**config.mk**
```make
export PLATFORM = sky130hd
export DESIGN_NAME = core_local_periph
export DESIGN_NICKNAME = d
export VERILOG_FILES = /design/src/hw/cl_irq_pkg.sv /design/src/hw/cl_regbus_pkg.sv /design/src/hw/core_local_periph.sv /design/src/hw/cl_irq_ctrl.sv /design/src/hw/bus_err_unit.sv /design/src/hw/cl_regbus_demux.sv
export SDC_FILE = /design/constraint.sdc
export NUM_CORES = 1
export LEC_CHECK = 0
export CORE_MARGIN = 2
export CORE_UTILIZATION = 60
export CTS_BUF_LIST = sky130_fd_sc_hd__clkbuf_4
export DETAILED_ROUTE_END_ITERATION = 16
export DONT_BUFFER_PORTS = 1
export PLACE_DENSITY_LB_ADDON = 0.3
export SLEW_MARGIN = 40
export SYNTH_ARGS = -nofsm -noshare
export SYNTH_HDL_FRONTEND = slang
export SYNTH_SLANG_ARGS = --single-unit
```
**constraint.sdc**
```tcl
create_clock -name clk_i -period 3.78 [get_ports clk_i]
set_input_delay 0.945 -clock clk_i [delete_from_list [all_inputs] [get_ports clk_i]]
set_output_delay 0.945 -clock clk_i [all_outputs]
set_load 0.03 [all_outputs]
```
**src/hw/cl_irq_pkg.sv**
```systemverilog
/*
  Interrupt line map of the core-local complex.
  External lines start at 32; line 21 and all unlisted lines are tied to zero.
*/
package cl_irq_pkg;

  localparam int unsigned NumExtIrqs    = 8;
  localparam int unsigned NumTimerIrqs  = 2;
  localparam int unsigned NumBusErrBits = 2;
  localparam int unsigned TotalIrqs     = 32 + NumExtIrqs;
  localparam int unsigned IrqIdWidth    = 6;

  typedef logic [IrqIdWidth-1:0] irq_id_t;
  typedef logic [TotalIrqs-1:0]  irq_vec_t;

  // Line numbers
  localparam int unsigned MtipLine      = 7;
  localparam int unsigned TimerLineBase = 16;
  localparam int unsigned InstrErrLine  = 18;
  localparam int unsigned DataErrLine   = 19;
  localparam int unsigned ExtLineBase   = 32;

endpackage

```
**src/hw/cl_regbus_pkg.sv**
```systemverilog
/*
  Register bus types and the address map of the core-local complex.
  Each window is 0x100 bytes, so only the low RegOffsetW address bits select a register.
*/
package cl_regbus_pkg;

  localparam int unsigned AddrWidth = 32;
  localparam int unsigned DataWidth = 32;
  localparam int unsigned RegOffsetW = 8;

  typedef logic [AddrWidth-1:0] addr_t;
  typedef logic [DataWidth-1:0] data_t;
  typedef logic [RegOffsetW-1:0] reg_off_t;

  typedef struct packed {
    logic  valid;
    logic  write;
    addr_t addr;
    data_t wdata;
  } reg_req_t;

  typedef struct packed {
    logic  ready;
    logic  error;
    data_t rdata;
  } reg_rsp_t;

  // Address map
  localparam addr_t PeriphBaseAddr = 32'h0020_0000;
  localparam addr_t IrqCtrlOffset  = 32'h0000_0000;
  localparam addr_t InstrErrOffset = 32'h0000_0100;
  localparam addr_t DataErrOffset  = 32'h0000_0200;
  localparam addr_t PeriphRange    = 32'h0000_0100;

  typedef enum logic [1:0] {
    IDX_IRQ,
    IDX_INSTR_ERR,
    IDX_DATA_ERR
  } periph_idx_e;

  localparam int unsigned NumPeriphs = 3;
  localparam data_t ErrRespValue = 32'hBADC_AB1E;

  // Register offsets inside a window
  localparam reg_off_t ErrCntReg   = 8'h00;
  localparam reg_off_t ErrAddrReg  = 8'h04;
  localparam reg_off_t IrqEnLoReg  = 8'h00;
  localparam reg_off_t IrqEnHiReg  = 8'h04;
  localparam reg_off_t IrqRawLoReg = 8'h08;
  localparam reg_off_t IrqRawHiReg = 8'h0C;

endpackage
```
**src/hw/core_local_periph.sv**
```systemverilog
/*
  Core-local peripheral complex: regbus demux, two bus-error units, interrupt controller.
  The register bus answers in the same cycle; the core's acknowledge drives irq_ready_i.
*/
`timescale 1ns/1ps

module core_local_periph (
  input  logic                                 clk_i,
  input  logic                                 reset_i,
  input  cl_regbus_pkg::reg_req_t              cl_req_i,
  output cl_regbus_pkg::reg_rsp_t              cl_rsp_o,

  // Instruction bus
  input  logic                                 instr_req_i,
  input  logic                                 instr_gnt_i,
  input  logic                                 instr_rvalid_i,
  input  cl_regbus_pkg::addr_t                 instr_addr_i,
  input  logic [cl_irq_pkg::NumBusErrBits-1:0] instr_err_i,

  // Data bus
  input  logic                                 data_req_i,
  input  logic                                 data_gnt_i,
  input  logic                                 data_rvalid_i,
  input  cl_regbus_pkg::addr_t                 data_addr_i,
  input  logic [cl_irq_pkg::NumBusErrBits-1:0] data_err_i,

  // Interrupts
  input  logic [cl_irq_pkg::NumExtIrqs-1:0]    ext_irqs_i,
  input  logic [cl_irq_pkg::NumTimerIrqs-1:0]  timer_irqs_i,
  output logic                                 irq_valid_o,
  output cl_irq_pkg::irq_id_t                  irq_id_o,
  input  logic                                 irq_ready_i,
  output cl_irq_pkg::irq_vec_t                 irq_onehot_o
);
  import cl_regbus_pkg::*;

  reg_req_t [NumPeriphs-1:0] periph_req;
  reg_rsp_t [NumPeriphs-1:0] periph_rsp;
  logic                      instr_err_irq;
  logic                      data_err_irq;

  cl_regbus_demux u_demux (
    .req_i        ( cl_req_i   ),
    .rsp_o        ( cl_rsp_o   ),
    .periph_req_o ( periph_req ),
    .periph_rsp_i ( periph_rsp )
  );

  bus_err_unit u_instr_err (
    .clk_i,
    .reset_i,
    .bus_req_i    ( instr_req_i                ),
    .bus_gnt_i    ( instr_gnt_i                ),
    .bus_rvalid_i ( instr_rvalid_i             ),
    .bus_addr_i   ( instr_addr_i               ),
    .bus_err_i    ( instr_err_i                ),
    .reg_req_i    ( periph_req[IDX_INSTR_ERR] ),
    .reg_rsp_o    ( periph_rsp[IDX_INSTR_ERR] ),
    .err_irq_o    ( instr_err_irq              )
  );

  bus_err_unit u_data_err (
    .clk_i,
    .reset_i,
    .bus_req_i    ( data_req_i                ),
    .bus_gnt_i    ( data_gnt_i                ),
    .bus_rvalid_i ( data_rvalid_i             ),
    .bus_addr_i   ( data_addr_i               ),
    .bus_err_i    ( data_err_i                ),
    .reg_req_i    ( periph_req[IDX_DATA_ERR] ),
    .reg_rsp_o    ( periph_rsp[IDX_DATA_ERR] ),
    .err_irq_o    ( data_err_irq              )
  );

  cl_irq_ctrl u_irq (
    .clk_i,
    .reset_i,
    .ext_irqs_i      ( ext_irqs_i          ),
    .timer_irqs_i    ( timer_irqs_i        ),
    .instr_err_irq_i ( instr_err_irq       ),
    .data_err_irq_i  ( data_err_irq        ),
    .reg_req_i       ( periph_req[IDX_IRQ] ),
    .reg_rsp_o       ( periph_rsp[IDX_IRQ] ),
    .irq_valid_o     ( irq_valid_o         ),
    .irq_id_o        ( irq_id_o            ),
    .irq_ready_i     ( irq_ready_i         ),
    .irq_onehot_o    ( irq_onehot_o        )
  );

endmodule

```
**src/hw/cl_irq_ctrl.sv**
```systemverilog
/*
  Simple interrupt controller; priority is the line number, highest wins.
  The selection is registered, so irq_valid_o/irq_id_o lag lines and enables by one cycle.
*/
`timescale 1ns/1ps

module cl_irq_ctrl (
  input  logic                                 clk_i,
  input  logic                                 reset_i,
  input  logic [cl_irq_pkg::NumExtIrqs-1:0]    ext_irqs_i,
  input  logic [cl_irq_pkg::NumTimerIrqs-1:0]  timer_irqs_i,
  input  logic                                 instr_err_irq_i,
  input  logic                                 data_err_irq_i,
  input  cl_regbus_pkg::reg_req_t              reg_req_i,
  output cl_regbus_pkg::reg_rsp_t              reg_rsp_o,
  output logic                                 irq_valid_o,
  output cl_irq_pkg::irq_id_t                  irq_id_o,
  input  logic                                 irq_ready_i,
  output cl_irq_pkg::irq_vec_t                 irq_onehot_o
);
  import cl_regbus_pkg::*;
  import cl_irq_pkg::*;

  irq_vec_t irq_raw;
  irq_vec_t irq_en;
  irq_vec_t irq_pend;
  logic     pend_valid;
  irq_id_t  pend_id;
  logic     irq_valid_q;
  irq_id_t  irq_id_q;
  reg_off_t reg_off;
  logic     reg_wr;

  // Line map, mtip shares timer bit 0
  always_comb begin
    irq_raw                                = '0;
    irq_raw[MtipLine]                      = timer_irqs_i[0];
    irq_raw[TimerLineBase +: NumTimerIrqs] = timer_irqs_i;
    irq_raw[InstrErrLine]                  = instr_err_irq_i;
    irq_raw[DataErrLine]                   = data_err_irq_i;
    irq_raw[ExtLineBase +: NumExtIrqs]     = ext_irqs_i;
  end

  assign irq_pend = irq_raw & irq_en;

  always_comb begin
    pend_valid = 1'b0;
    pend_id    = '0;
    for (int i = 0; i < TotalIrqs; i++) begin
      if (irq_pend[i]) begin
        pend_valid = 1'b1;
        pend_id    = irq_id_t'(i);
      end
    end
  end

  assign reg_off = reg_req_i.addr[RegOffsetW-1:0];
  assign reg_wr  = reg_req_i.valid && reg_req_i.write;

  always_ff @(posedge clk_i) begin
    if (reset_i) begin
      irq_en <= '0;
    end else if (reg_wr) begin
      case (reg_off)
        IrqEnLoReg: irq_en[ExtLineBase-1:0] <= reg_req_i.wdata;
        IrqEnHiReg: irq_en[TotalIrqs-1:ExtLineBase] <= reg_req_i.wdata[NumExtIrqs-1:0];
        default:    irq_en <= irq_en;
      endcase
    end
  end

  // An accepted acknowledge drops valid for one cycle
  always_ff @(posedge clk_i) begin
    if (reset_i) begin
      irq_valid_q <= 1'b0;
      irq_id_q    <= '0;
    end else begin
      irq_valid_q <= pend_valid && !(irq_valid_q && irq_ready_i);
      irq_id_q    <= pend_id;
    end
  end

  assign irq_valid_o = irq_valid_q;
  assign irq_id_o    = irq_id_q;

  always_comb begin
    irq_onehot_o = '0;
    if (irq_valid_q) begin
      irq_onehot_o[irq_id_q] = 1'b1;
    end
  end

  always_comb begin
    reg_rsp_o.ready = 1'b1;
    reg_rsp_o.error = 1'b0;
    case (reg_off)
      IrqEnLoReg:  reg_rsp_o.rdata = irq_en[ExtLineBase-1:0];
      IrqEnHiReg:  reg_rsp_o.rdata = data_t'(irq_en[TotalIrqs-1:ExtLineBase]);
      IrqRawLoReg: reg_rsp_o.rdata = irq_raw[ExtLineBase-1:0];
      IrqRawHiReg: reg_rsp_o.rdata = data_t'(irq_raw[TotalIrqs-1:ExtLineBase]);
      default:     reg_rsp_o.rdata = '0;
    endcase
  end

endmodule

```
**src/hw/bus_err_unit.sv**
```systemverilog
/*
  Watches one request/grant/rvalid bus; at most 2 requests may be outstanding.
  rvalid must come at least one cycle after the matching grant.
*/
`timescale 1ns/1ps

module bus_err_unit (
  input  logic                                   clk_i,
  input  logic                                   reset_i,
  input  logic                                   bus_req_i,
  input  logic                                   bus_gnt_i,
  input  logic                                   bus_rvalid_i,
  input  cl_regbus_pkg::addr_t                   bus_addr_i,
  input  logic [cl_irq_pkg::NumBusErrBits-1:0]   bus_err_i,
  input  cl_regbus_pkg::reg_req_t                reg_req_i,
  output cl_regbus_pkg::reg_rsp_t                reg_rsp_o,
  output logic                                   err_irq_o
);
  import cl_regbus_pkg::*;

  addr_t    q_addr [2];
  logic     wr_ptr;
  logic     rd_ptr;
  data_t    err_cnt;
  addr_t    err_addr;
  reg_off_t reg_off;
  logic     push;
  logic     pop;
  logic     err_hit;
  logic     cnt_clr;

  assign push    = bus_req_i && bus_gnt_i;
  assign pop     = bus_rvalid_i;
  assign err_hit = pop && (bus_err_i != '0);
  assign reg_off = reg_req_i.addr[RegOffsetW-1:0];
  assign cnt_clr = reg_req_i.valid && reg_req_i.write && (reg_off == ErrCntReg);

  // In-order address queue
  always_ff @(posedge clk_i) begin
    if (push) begin
      q_addr[wr_ptr] <= bus_addr_i;
    end
  end

  always_ff @(posedge clk_i) begin
    if (reset_i) begin
      wr_ptr <= 1'b0;
      rd_ptr <= 1'b0;
    end else begin
      if (push) begin
        wr_ptr <= ~wr_ptr;
      end
      if (pop) begin
        rd_ptr <= ~rd_ptr;
      end
    end
  end

  // Clear has priority over a new error
  always_ff @(posedge clk_i) begin
    if (reset_i) begin
      err_cnt  <= '0;
      err_addr <= '0;
    end else begin
      if (cnt_clr) begin
        err_cnt <= '0;
      end else if (err_hit) begin
        err_cnt <= err_cnt + 1'b1;
      end
      if (err_hit && err_cnt == '0) begin
        err_addr <= q_addr[rd_ptr];
      end
    end
  end

  assign err_irq_o = (err_cnt != '0);

  always_comb begin
    reg_rsp_o.ready = 1'b1;
    reg_rsp_o.error = 1'b0;
    case (reg_off)
      ErrCntReg:  reg_rsp_o.rdata = err_cnt;
      ErrAddrReg: reg_rsp_o.rdata = err_addr;
      default:    reg_rsp_o.rdata = '0;
    endcase
  end

endmodule

```
**src/hw/cl_regbus_demux.sv**
```systemverilog
/*
  Combinational register bus demux with no back-pressure.
  Addresses outside the three windows get an error response and reach no peripheral.
*/
`timescale 1ns/1ps

module cl_regbus_demux (
  input  cl_regbus_pkg::reg_req_t                                   req_i,
  output cl_regbus_pkg::reg_rsp_t                                   rsp_o,
  output cl_regbus_pkg::reg_req_t [cl_regbus_pkg::NumPeriphs-1:0] periph_req_o,
  input  cl_regbus_pkg::reg_rsp_t [cl_regbus_pkg::NumPeriphs-1:0] periph_rsp_i
);
  import cl_regbus_pkg::*;

  localparam addr_t WinOffset [NumPeriphs] = '{IrqCtrlOffset, InstrErrOffset, DataErrOffset};

  periph_idx_e sel_idx;
  logic        hit;

  // Window match, ordered as periph_idx_e
  always_comb begin
    addr_t win_base;
    hit     = 1'b0;
    sel_idx = IDX_IRQ;
    for (int i = 0; i < NumPeriphs; i++) begin
      win_base = PeriphBaseAddr + WinOffset[i];
      if (req_i.addr >= win_base && req_i.addr < win_base + PeriphRange) begin
        hit     = 1'b1;
        sel_idx = periph_idx_e'(i);
      end
    end
  end

  always_comb begin
    for (int i = 0; i < NumPeriphs; i++) begin
      periph_req_o[i]       = req_i;
      periph_req_o[i].valid = req_i.valid && hit && (sel_idx == periph_idx_e'(i));
    end
  end

  always_comb begin
    if (hit) begin
      rsp_o = periph_rsp_i[sel_idx];
    end else begin
      rsp_o.ready = 1'b1;
      rsp_o.error = 1'b1;
      rsp_o.rdata = ErrRespValue;
    end
  end

endmodule

```
==> flow_metrics.py, run 1 <==
metrics = {
    "die": {
        "dieArea_um2": 24730,
        "initial_utilization_pct": 60.57,
        "rows": 56,
        "die_w_um": 157.3,
        "ios": 234,
        "die_h_um": 157.3,
        "coreArea_um2": 23260,
    },
    "hold_path": {
        "hold_path_startpoint": "reset_i",
        "min_to": "u_instr_err.err_addr[31]",
        "hold_class": "input port to flip-flop",
        "worst_hold_path.num_cells": 1,
    },
    "finish": {
        "layout.cells.non_filler": 1761,
        "regArea_um2": 7412,
        "num-nets-final": 1534,
        "drive_gt1_share_pct": 21.17,
        "nFillCells": 1817,
        "syn_to_final_growth_pct": 12.20,
        "multi_input_area_um2": 6197,
    },
    "cts": {
        "ctsHoldBuffers": 0,
        "cts_tree": "built",
        "clk_latency_ns": 0.72,
        "clock_path_buffers": 3,
        "cts-htree-levels": 3,
        "clkTransAtPathRegs_ns": 0.07,
        "cts_root_buf": "clkbuf_4",
        "clock-sinks": 306,
        "cts_made_buffers": 79,
    },
    "global_routing": {
        "first_global_vias": 10220,
        "grt-ovfl-total": 0,
        "grt_usage_pct": 30.23,
        "grt_pass1_wl_um": 56410,
        "antenna_found_initial": 2,
        "grt_max_degree": 117,
    },
    "yosys": {
        "synth.area.top_cells": "edfxtp_1 27%, dfxtp_1 25%, mux2i_1 9.0%",
        "yosysWarnings": 0,
        "synthTopCellsByCount": "191 x nor2_1, 178 x dfxtp_1, 128 x edfxtp_1",
        "synth_top_area_share_pct": 27.28,
        "synthMostInstantiatedCell": "nor2_1",
        "ys_async_sr_fraction_pct": 0,
        "synth_top_area_cell": "edfxtp_1",
        "syn_inst": 1309,
        "synth-edff-count": 128,
        "syn_area_um2": 14090,
        "yosysUniqueCellTypes": 65,
        "postSynthAreaPerCell_um2": 10.76,
        "synth_seq_area_share_pct": 52.57,
        "synth-main-ff-cell": "dfxtp_1",
        "synth_seq_cells": 306,
    },
    "drt": {
        "routedWlPerCell_um": 21.30,
        "drt_iter0_markers": 1142,
        "vias": 10610,
        "via_per_inst": 6.023,
        "first_pass_iters": 5,
        "drt_wl_total_um": 37510,
        "ant_nets": 0,
        "drc": 0,
    },
    "power_and_ir_drop": {
        "p_per_area_nw_per_um2": 445.9,
        "finalPower_mw": 7.050,
        "ir_drop_mv": 0.3759,
        "leakage_nw": 5.657,
    },
    "worst_setup_path": {
        "critPathMaxStageDelay_ns": 0.42,
        "crit_chain": "nor4_1, nand3_1, nor3_4, nand2_1, buf_12, a222oi_1, buf_4",
        "critPathTopFamily": "simple AND/OR/NAND/NOR gates",
        "r2r-end": "u_data_err.err_addr[19]",
        "ff2ff_path_depth": 9,
        "cp_slowest_cell": "a222oi_1",
        "critPathBufInv": 2,
        "cp-end-kind": "output pin",
        "critPathKind": "input port to output pin",
        "rrSetupSlack_ns": 1.09,
        "cp.arrival_ns": 2.76,
        "required_ns": 2.83,
        "regToRegStartpoint": "u_data_err.err_cnt[0]",
        "worstSetupStartpointType": "input port",
        "crit_path_max_fanout": 12,
    },
    "timing": {
        "fin_crit_sh_pct": 97.99,
        "slew_headroom_pct": 47.63,
        "clock_skew_ns": 0.06056,
        "finalSetupViolations": 0,
        "period_minus_slack_ns": 3.704,
        "drv_slew": 0,
        "tightest_slew_ns": 0.7856,
        "rsz0062_at_grt": "no",
        "max_freq_ghz": 0.2700,
        "setup_tns_ns": 0,
        "finalHoldViolations": 0,
    },
    "placed_design": {
        "io_buffers": 0,
        "hpwl_um": 26230,
        "gp_congestion": 0.9541,
        "dp.cells": 1613,
    },
    "flow_run": {
        "max_cap_viol_count": 0,
    },
    "outcome": {
        "status": "complete, no violations",
    },
}
==> placed cells by master (no fill, tap or decap), types with 11 or more instances in the layout <==
master and instances:
o21ai_0 16, a211oi_1 15, nor2_1 189, nand3_1 34
conb_1 18, xnor2_1 23, nand4_1 38, a21oi_1 42
and3_1 12, mux2i_1 126, inv_1 12, nand2_1 106
xor2_1 40, nor3_1 13, nor4_1 24, a222oi_1 12
buf_12 12, mux2_2 14, and4_1 11, dfxtp_1 176
clkinv_1 11, clkbuf_4 126, buf_4 62, a211oi_2 56
edfxtp_1 128
==> sequential cells by signal, summed over array words and instances (netlist names) <==
| signal | count |
|---|---|
| u_instr_err.err_addr | 32 |
| u_data_err.err_cnt | 32 |
| u_irq.irq_en | 40 |
| u_irq.irq_id_o | 5 |
| u_instr_err.wr_ptr | 1 |
| u_irq.irq_valid_o | 1 |
| u_data_err.err_addr | 32 |
| u_data_err.wr_ptr | 1 |
| u_instr_err.err_cnt | 32 |
| u_instr_err.q_addr | 64 |
| u_data_err.q_addr | 64 |
| u_data_err.rd_ptr | 1 |
| u_instr_err.rd_ptr | 1 |
==> how the worst max path moves through the flow <==
stage / start / to / slack, ns / depth (start not counted)
final: cl_req_i[42] / cl_rsp_o[30] / 0.08 / 7
after global routing: cl_req_i[42] / cl_rsp_o[30] / 0.002 / 7
after CTS: cl_req_i[42] / cl_rsp_o[30] / 0.09 / 7
after detailed placement: cl_req_i[42] / cl_rsp_o[30] / 0.10 / 7
after global placement: cl_req_i[55] / cl_rsp_o[30] / 0.14 / 7
after floorplan: cl_req_i[58] / cl_rsp_o[26] / -0.05 / 6
==> power breakdown <==
| group | internal, mW | switching [mW] | leakage (nW) | total (mW) |
|---|---|---|---|---|
| Clock | 1.53 | 1.36 | 0.626 | 2.89 |
| Combinational | 0.192 | 0.272 | 2.41 | 0.465 |
| Sequential | 3.57 | 0.121 | 2.62 | 3.70 |
| Total | 5.29 | 1.76 | 5.66 | 7.05 |
==> layer usage <==
| layer | wire (µm) | vias to the layer above | part of all wire [%] | GRT usage [%] |
|---|---|---|---|---|
| met5 | 16 | - | 0.043 | 0 |
| met2 | 16320 | 513 | 44 | 43.61 |
| met1 | 16080 | 5079 | 43 | 42.07 |
| li1 | - | 4940 | - | - |
| met3 | 3937 | 72 | 10 | 9.444 |
| met4 | 1153 | 2 | 3.1 | 13.07 |
==> logic make-up after synthesis <==
kind of cell / synth area share [%]
multiplexers: 10.23
buffers and inverters: 4.333
AO/OA/AOI/OAI: 12.22
XOR/XNOR: 3.916
AND/OR/NAND/NOR: 16.33
flip-flops: 52.57
adder cells (fa/ha/maj): 0.3552
other: 0.05330
==> area by class of cell <==
| cell class | instances | area share, % |
|---|---|---|
| flip-flops and latches | 306 | 46.88 |
| multi-input cells | 904 | 39.20 |
| clock buffers | 126 | 5.983 |
| repair buffers | 74 | 4.463 |
| well taps | 319 | 2.525 |
| clock inverters | 19 | 0.6489 |
| inverters | 12 | 0.2849 |
| diodes | 1 | 0.01583 |
==> stage by stage <==
step                      setup slack (ns)  hold WS [ns]  utilization [%]  cell area (µm²)
final                              0.07615        0.3125            67.96            15810
after global routing              0.001852        0.2690            67.96            15810
after CTS                          0.09007        0.2667            67.81            15770
after detailed placement            0.1021        0.4396            63.30            14730
after global placement              0.1419        0.4370            63.27            14720
after floorplan                   -0.04721        0.4292                -            14170
==> timing repair <==
action,in CTS,in global routing
buffers inserted,0,2
setup endpoints to repair,0,4
resized for setup,0,3
Power figures use the tool's default switching activity.
==> run 2: changes to the inputs <==
--- a/config.mk
+++ b/config.mk
@@ -6,7 +6,7 @@
 export NUM_CORES = 1
 export LEC_CHECK = 0
 export CORE_MARGIN = 2
-export CORE_UTILIZATION = 60
+export CORE_UTILIZATION = 25
 export CTS_BUF_LIST = sky130_fd_sc_hd__clkbuf_4
 export DETAILED_ROUTE_END_ITERATION = 16
 export DONT_BUFFER_PORTS = 1
==> run 2 against run 1 <==
- the flow now finishes with violations (setup timing)
- global-route usage shrank 15 points
- clock skew grew 0.019 ns
- clock power grew 5%
- sequential share of layout area decreased by 2.6 points
- hold slack got worse by 0.096 ns
- via count grew 0.25%
- count of clock-buffer cells in the layout unchanged
- first-iteration DRC count fell by 31%
- cell area is 6.0% higher
- combinational power up 1%
- critical endpoint is now cl_rsp_o[0]
- largest cell class unchanged
- largest power group unchanged
==> flow_metrics.py, run 2 (synthesized netlist as in run 1, its figures left out) <==
metrics = {
    "global_routing": {
        "antenna_found_initial": 2,
        "grt_usage_pct": 15.22,
        "grt_pass1_wl_um": 65240,
        "grt_max_degree": 117,
        "first_global_vias": 10280,
        "grt-ovfl-total": 0,
    },
    "timing": {
        "holdWs_ns": 0.2160,
        "rsz0062_at_grt": "yes",
        "clock_skew_ns": 0.07916,
        "setup_ws_ns": -0.06191,
        "drv_slew": 0,
        "period_minus_slack_ns": 3.842,
        "finalSetupViolations": 4,
        "setup_tns_ns": -0.1434,
        "max_freq_ghz": 0.2603,
        "slew_headroom_pct": 46.95,
        "tightest_slew_ns": 0.7957,
        "finalHoldViolations": 0,
        "fin_crit_sh_pct": 101.6,
    },
    "hold_path": {
        "worst_hold_path.num_cells": 0,
        "hold_path_startpoint": "data_addr_i[15]",
        "min_to": "u_data_err.q_addr[0][15]",
        "hold_class": "input port to flip-flop",
    },
    "die": {
        "initial_utilization_pct": 25.14,
        "ios": 234,
        "die_h_um": 241.4,
        "dieArea_um2": 58280,
        "die_w_um": 241.4,
        "rows": 87,
        "coreArea_um2": 56060,
    },
    "worst_setup_path": {
        "ff2ff_path_depth": 7,
        "crit_path_max_fanout": 8,
        "crit_chain": "nor4_4, nand3_4, buf_4, nor3_4, buf_4, nand2_1, buf_4, a222oi_1, buf_4",
        "cp_slowest_cell": "a222oi_1",
        "regToRegStartpoint": "u_data_err.err_cnt[19]",
        "critPathKind": "input port to output pin",
        "required_ns": 2.83,
        "cp.arrival_ns": 2.90,
        "cpMostUsedCell": "buf_4",
        "critPathTopFamily": "buffers and inverters",
        "cp-end-kind": "output pin",
        "r2r-end": "u_data_err.err_addr[16]",
        "rrSetupSlack_ns": 1.32,
        "critPathMaxStageDelay_ns": 0.51,
        "worstSetupStartpointType": "input port",
        "critPathBufInv": 4,
    },
    "finish": {
        "layout_common_cells": "189 x nor2_1, 176 x dfxtp_1, 128 x edfxtp_1",
        "num-nets-final": 1561,
        "layout.cells.non_filler": 2231,
        "nFillCells": 5811,
        "drive_gt1_share_pct": 23.74,
        "final_common_cell": "nor2_1",
        "syn_to_final_growth_pct": 18.94,
        "reg.largest.list": "u_data_err.q_addr (64), u_instr_err.q_addr (64), u_irq.irq_en (40)",
    },
    "outcome": {
        "violations": "setup timing",
        "status": "finished with violations",
    },
    "drt": {
        "via_per_inst": 4.766,
        "ant_nets": 0,
        "vias": 10630,
        "drt_wl_total_um": 44970,
        "drc": 0,
        "first_pass_iters": 5,
        "drt_iter0_markers": 786,
        "routedWlPerCell_um": 20.16,
    },
    "placed_design": {
        "gp_congestion": 0.8371,
        "hpwl_um": 32520,
        "dp.cells": 2061,
        "io_buffers": 0,
    },
    "power_and_ir_drop": {
        "p_per_area_nw_per_um2": 429.0,
        "finalPower_mw": 7.189,
        "leakage_nw": 5.813,
        "ir_drop_mv": 0.2381,
    },
    "cts": {
        "cts_root_buf": "clkbuf_4",
        "ctsHoldBuffers": 0,
        "clkTransAtPathRegs_ns": 0.07,
        "clock-sinks": 306,
        "cts-htree-levels": 3,
        "cts_made_buffers": 83,
        "clock_path_buffers": 3,
        "clk_latency_ns": 0.82,
        "cts_tree": "built",
    },
    "flow_run": {
        "max_cap_viol_count": 0,
    },
}
==> run 2: cell types whose count changed in the layout (fill, tap and decap cells not counted), sizes merged <==
| cell | delta |
|---|---|
| buf | +23 |
| bufinv | +1 |
| clkinv | +5 |
| diode | +4 |
==> run 2: power breakdown <==
part	total, mW	switching (mW)	leakage (nW)	internal [mW]
clock	3.03	1.44	0.650	1.60
combinational	0.471	0.271	2.54	0.200
sequential	3.69	0.111	2.63	3.57
==> run 2: cell type report <==
class	instances	area (µm²)	share of cell area [%]
sequential	306	7415	44.24
timing repair buffer	97	909.6	5.427
clock inverter	25	138.9	0.8287
multi-input combinational	904	6347	37.87
inverter	12	45.04	0.2688
antenna	5	12.51	0.07465
tap	756	945.9	5.644
clock buffer	126	945.9	5.644
==> run 2: worst max path at each step <==
stage | startpoint | cells past startpoint | endpoint
2_1_floorplan | cl_req_i[58] | 6 | cl_rsp_o[26]
3_3_place_gp | cl_req_i[36] | 8 | cl_rsp_o[23]
3_5_place_dp | cl_req_i[56] | 8 | cl_rsp_o[0]
4_1_cts | cl_req_i[61] | 8 | cl_rsp_o[0]
5_1_grt | cl_req_i[51] | 9 | cl_rsp_o[0]
6_report | cl_req_i[61] | 9 | cl_rsp_o[0]
==> run 2: through the flow <==
stage / instance area (µm²) / utilization, % / worst slack [ns]
global route: 16760 / 29.90 / -0.1568
floorplan: 14170 / - / -0.04721
detailed placement: 15350 / 27.39 / -0.2659
finish: 16760 / 29.90 / -0.06191
global placement: 15340 / 27.37 / -0.8067
CTS: 16580 / 29.58 / -0.05287
==> run 2: what timing repair did <==
action	in CTS	in global routing
setup endpoints to repair	25	19
resized for setup	26	13
pin swaps	8	10
buffers inserted	4	9
==> run 2: worst reg2reg max path: stages, from the launching register on <==
cell and delay (ns):
dfxtp_1 0.38, nor4_1 0.38, nand4_1 0.23, buf_4 0.20, nor3_4 0.15, buf_4 0.64
nor2_1 0.14, a211oi_2 0.22
==> run 2: metal layers <==
metal | wire length (µm) | share of wire [%] | global-route usage [%] | up-vias
met1 | 19720 | 44 | 19.89 | 5117
met4 | 924 | 2.1 | 5.088 | 2
met2 | 20240 | 45 | 23.39 | 418
met5 | 8 | 0.018 | 0 | -
li1 | - | - | - | 5030
met3 | 4080 | 9.1 | 5.287 | 65
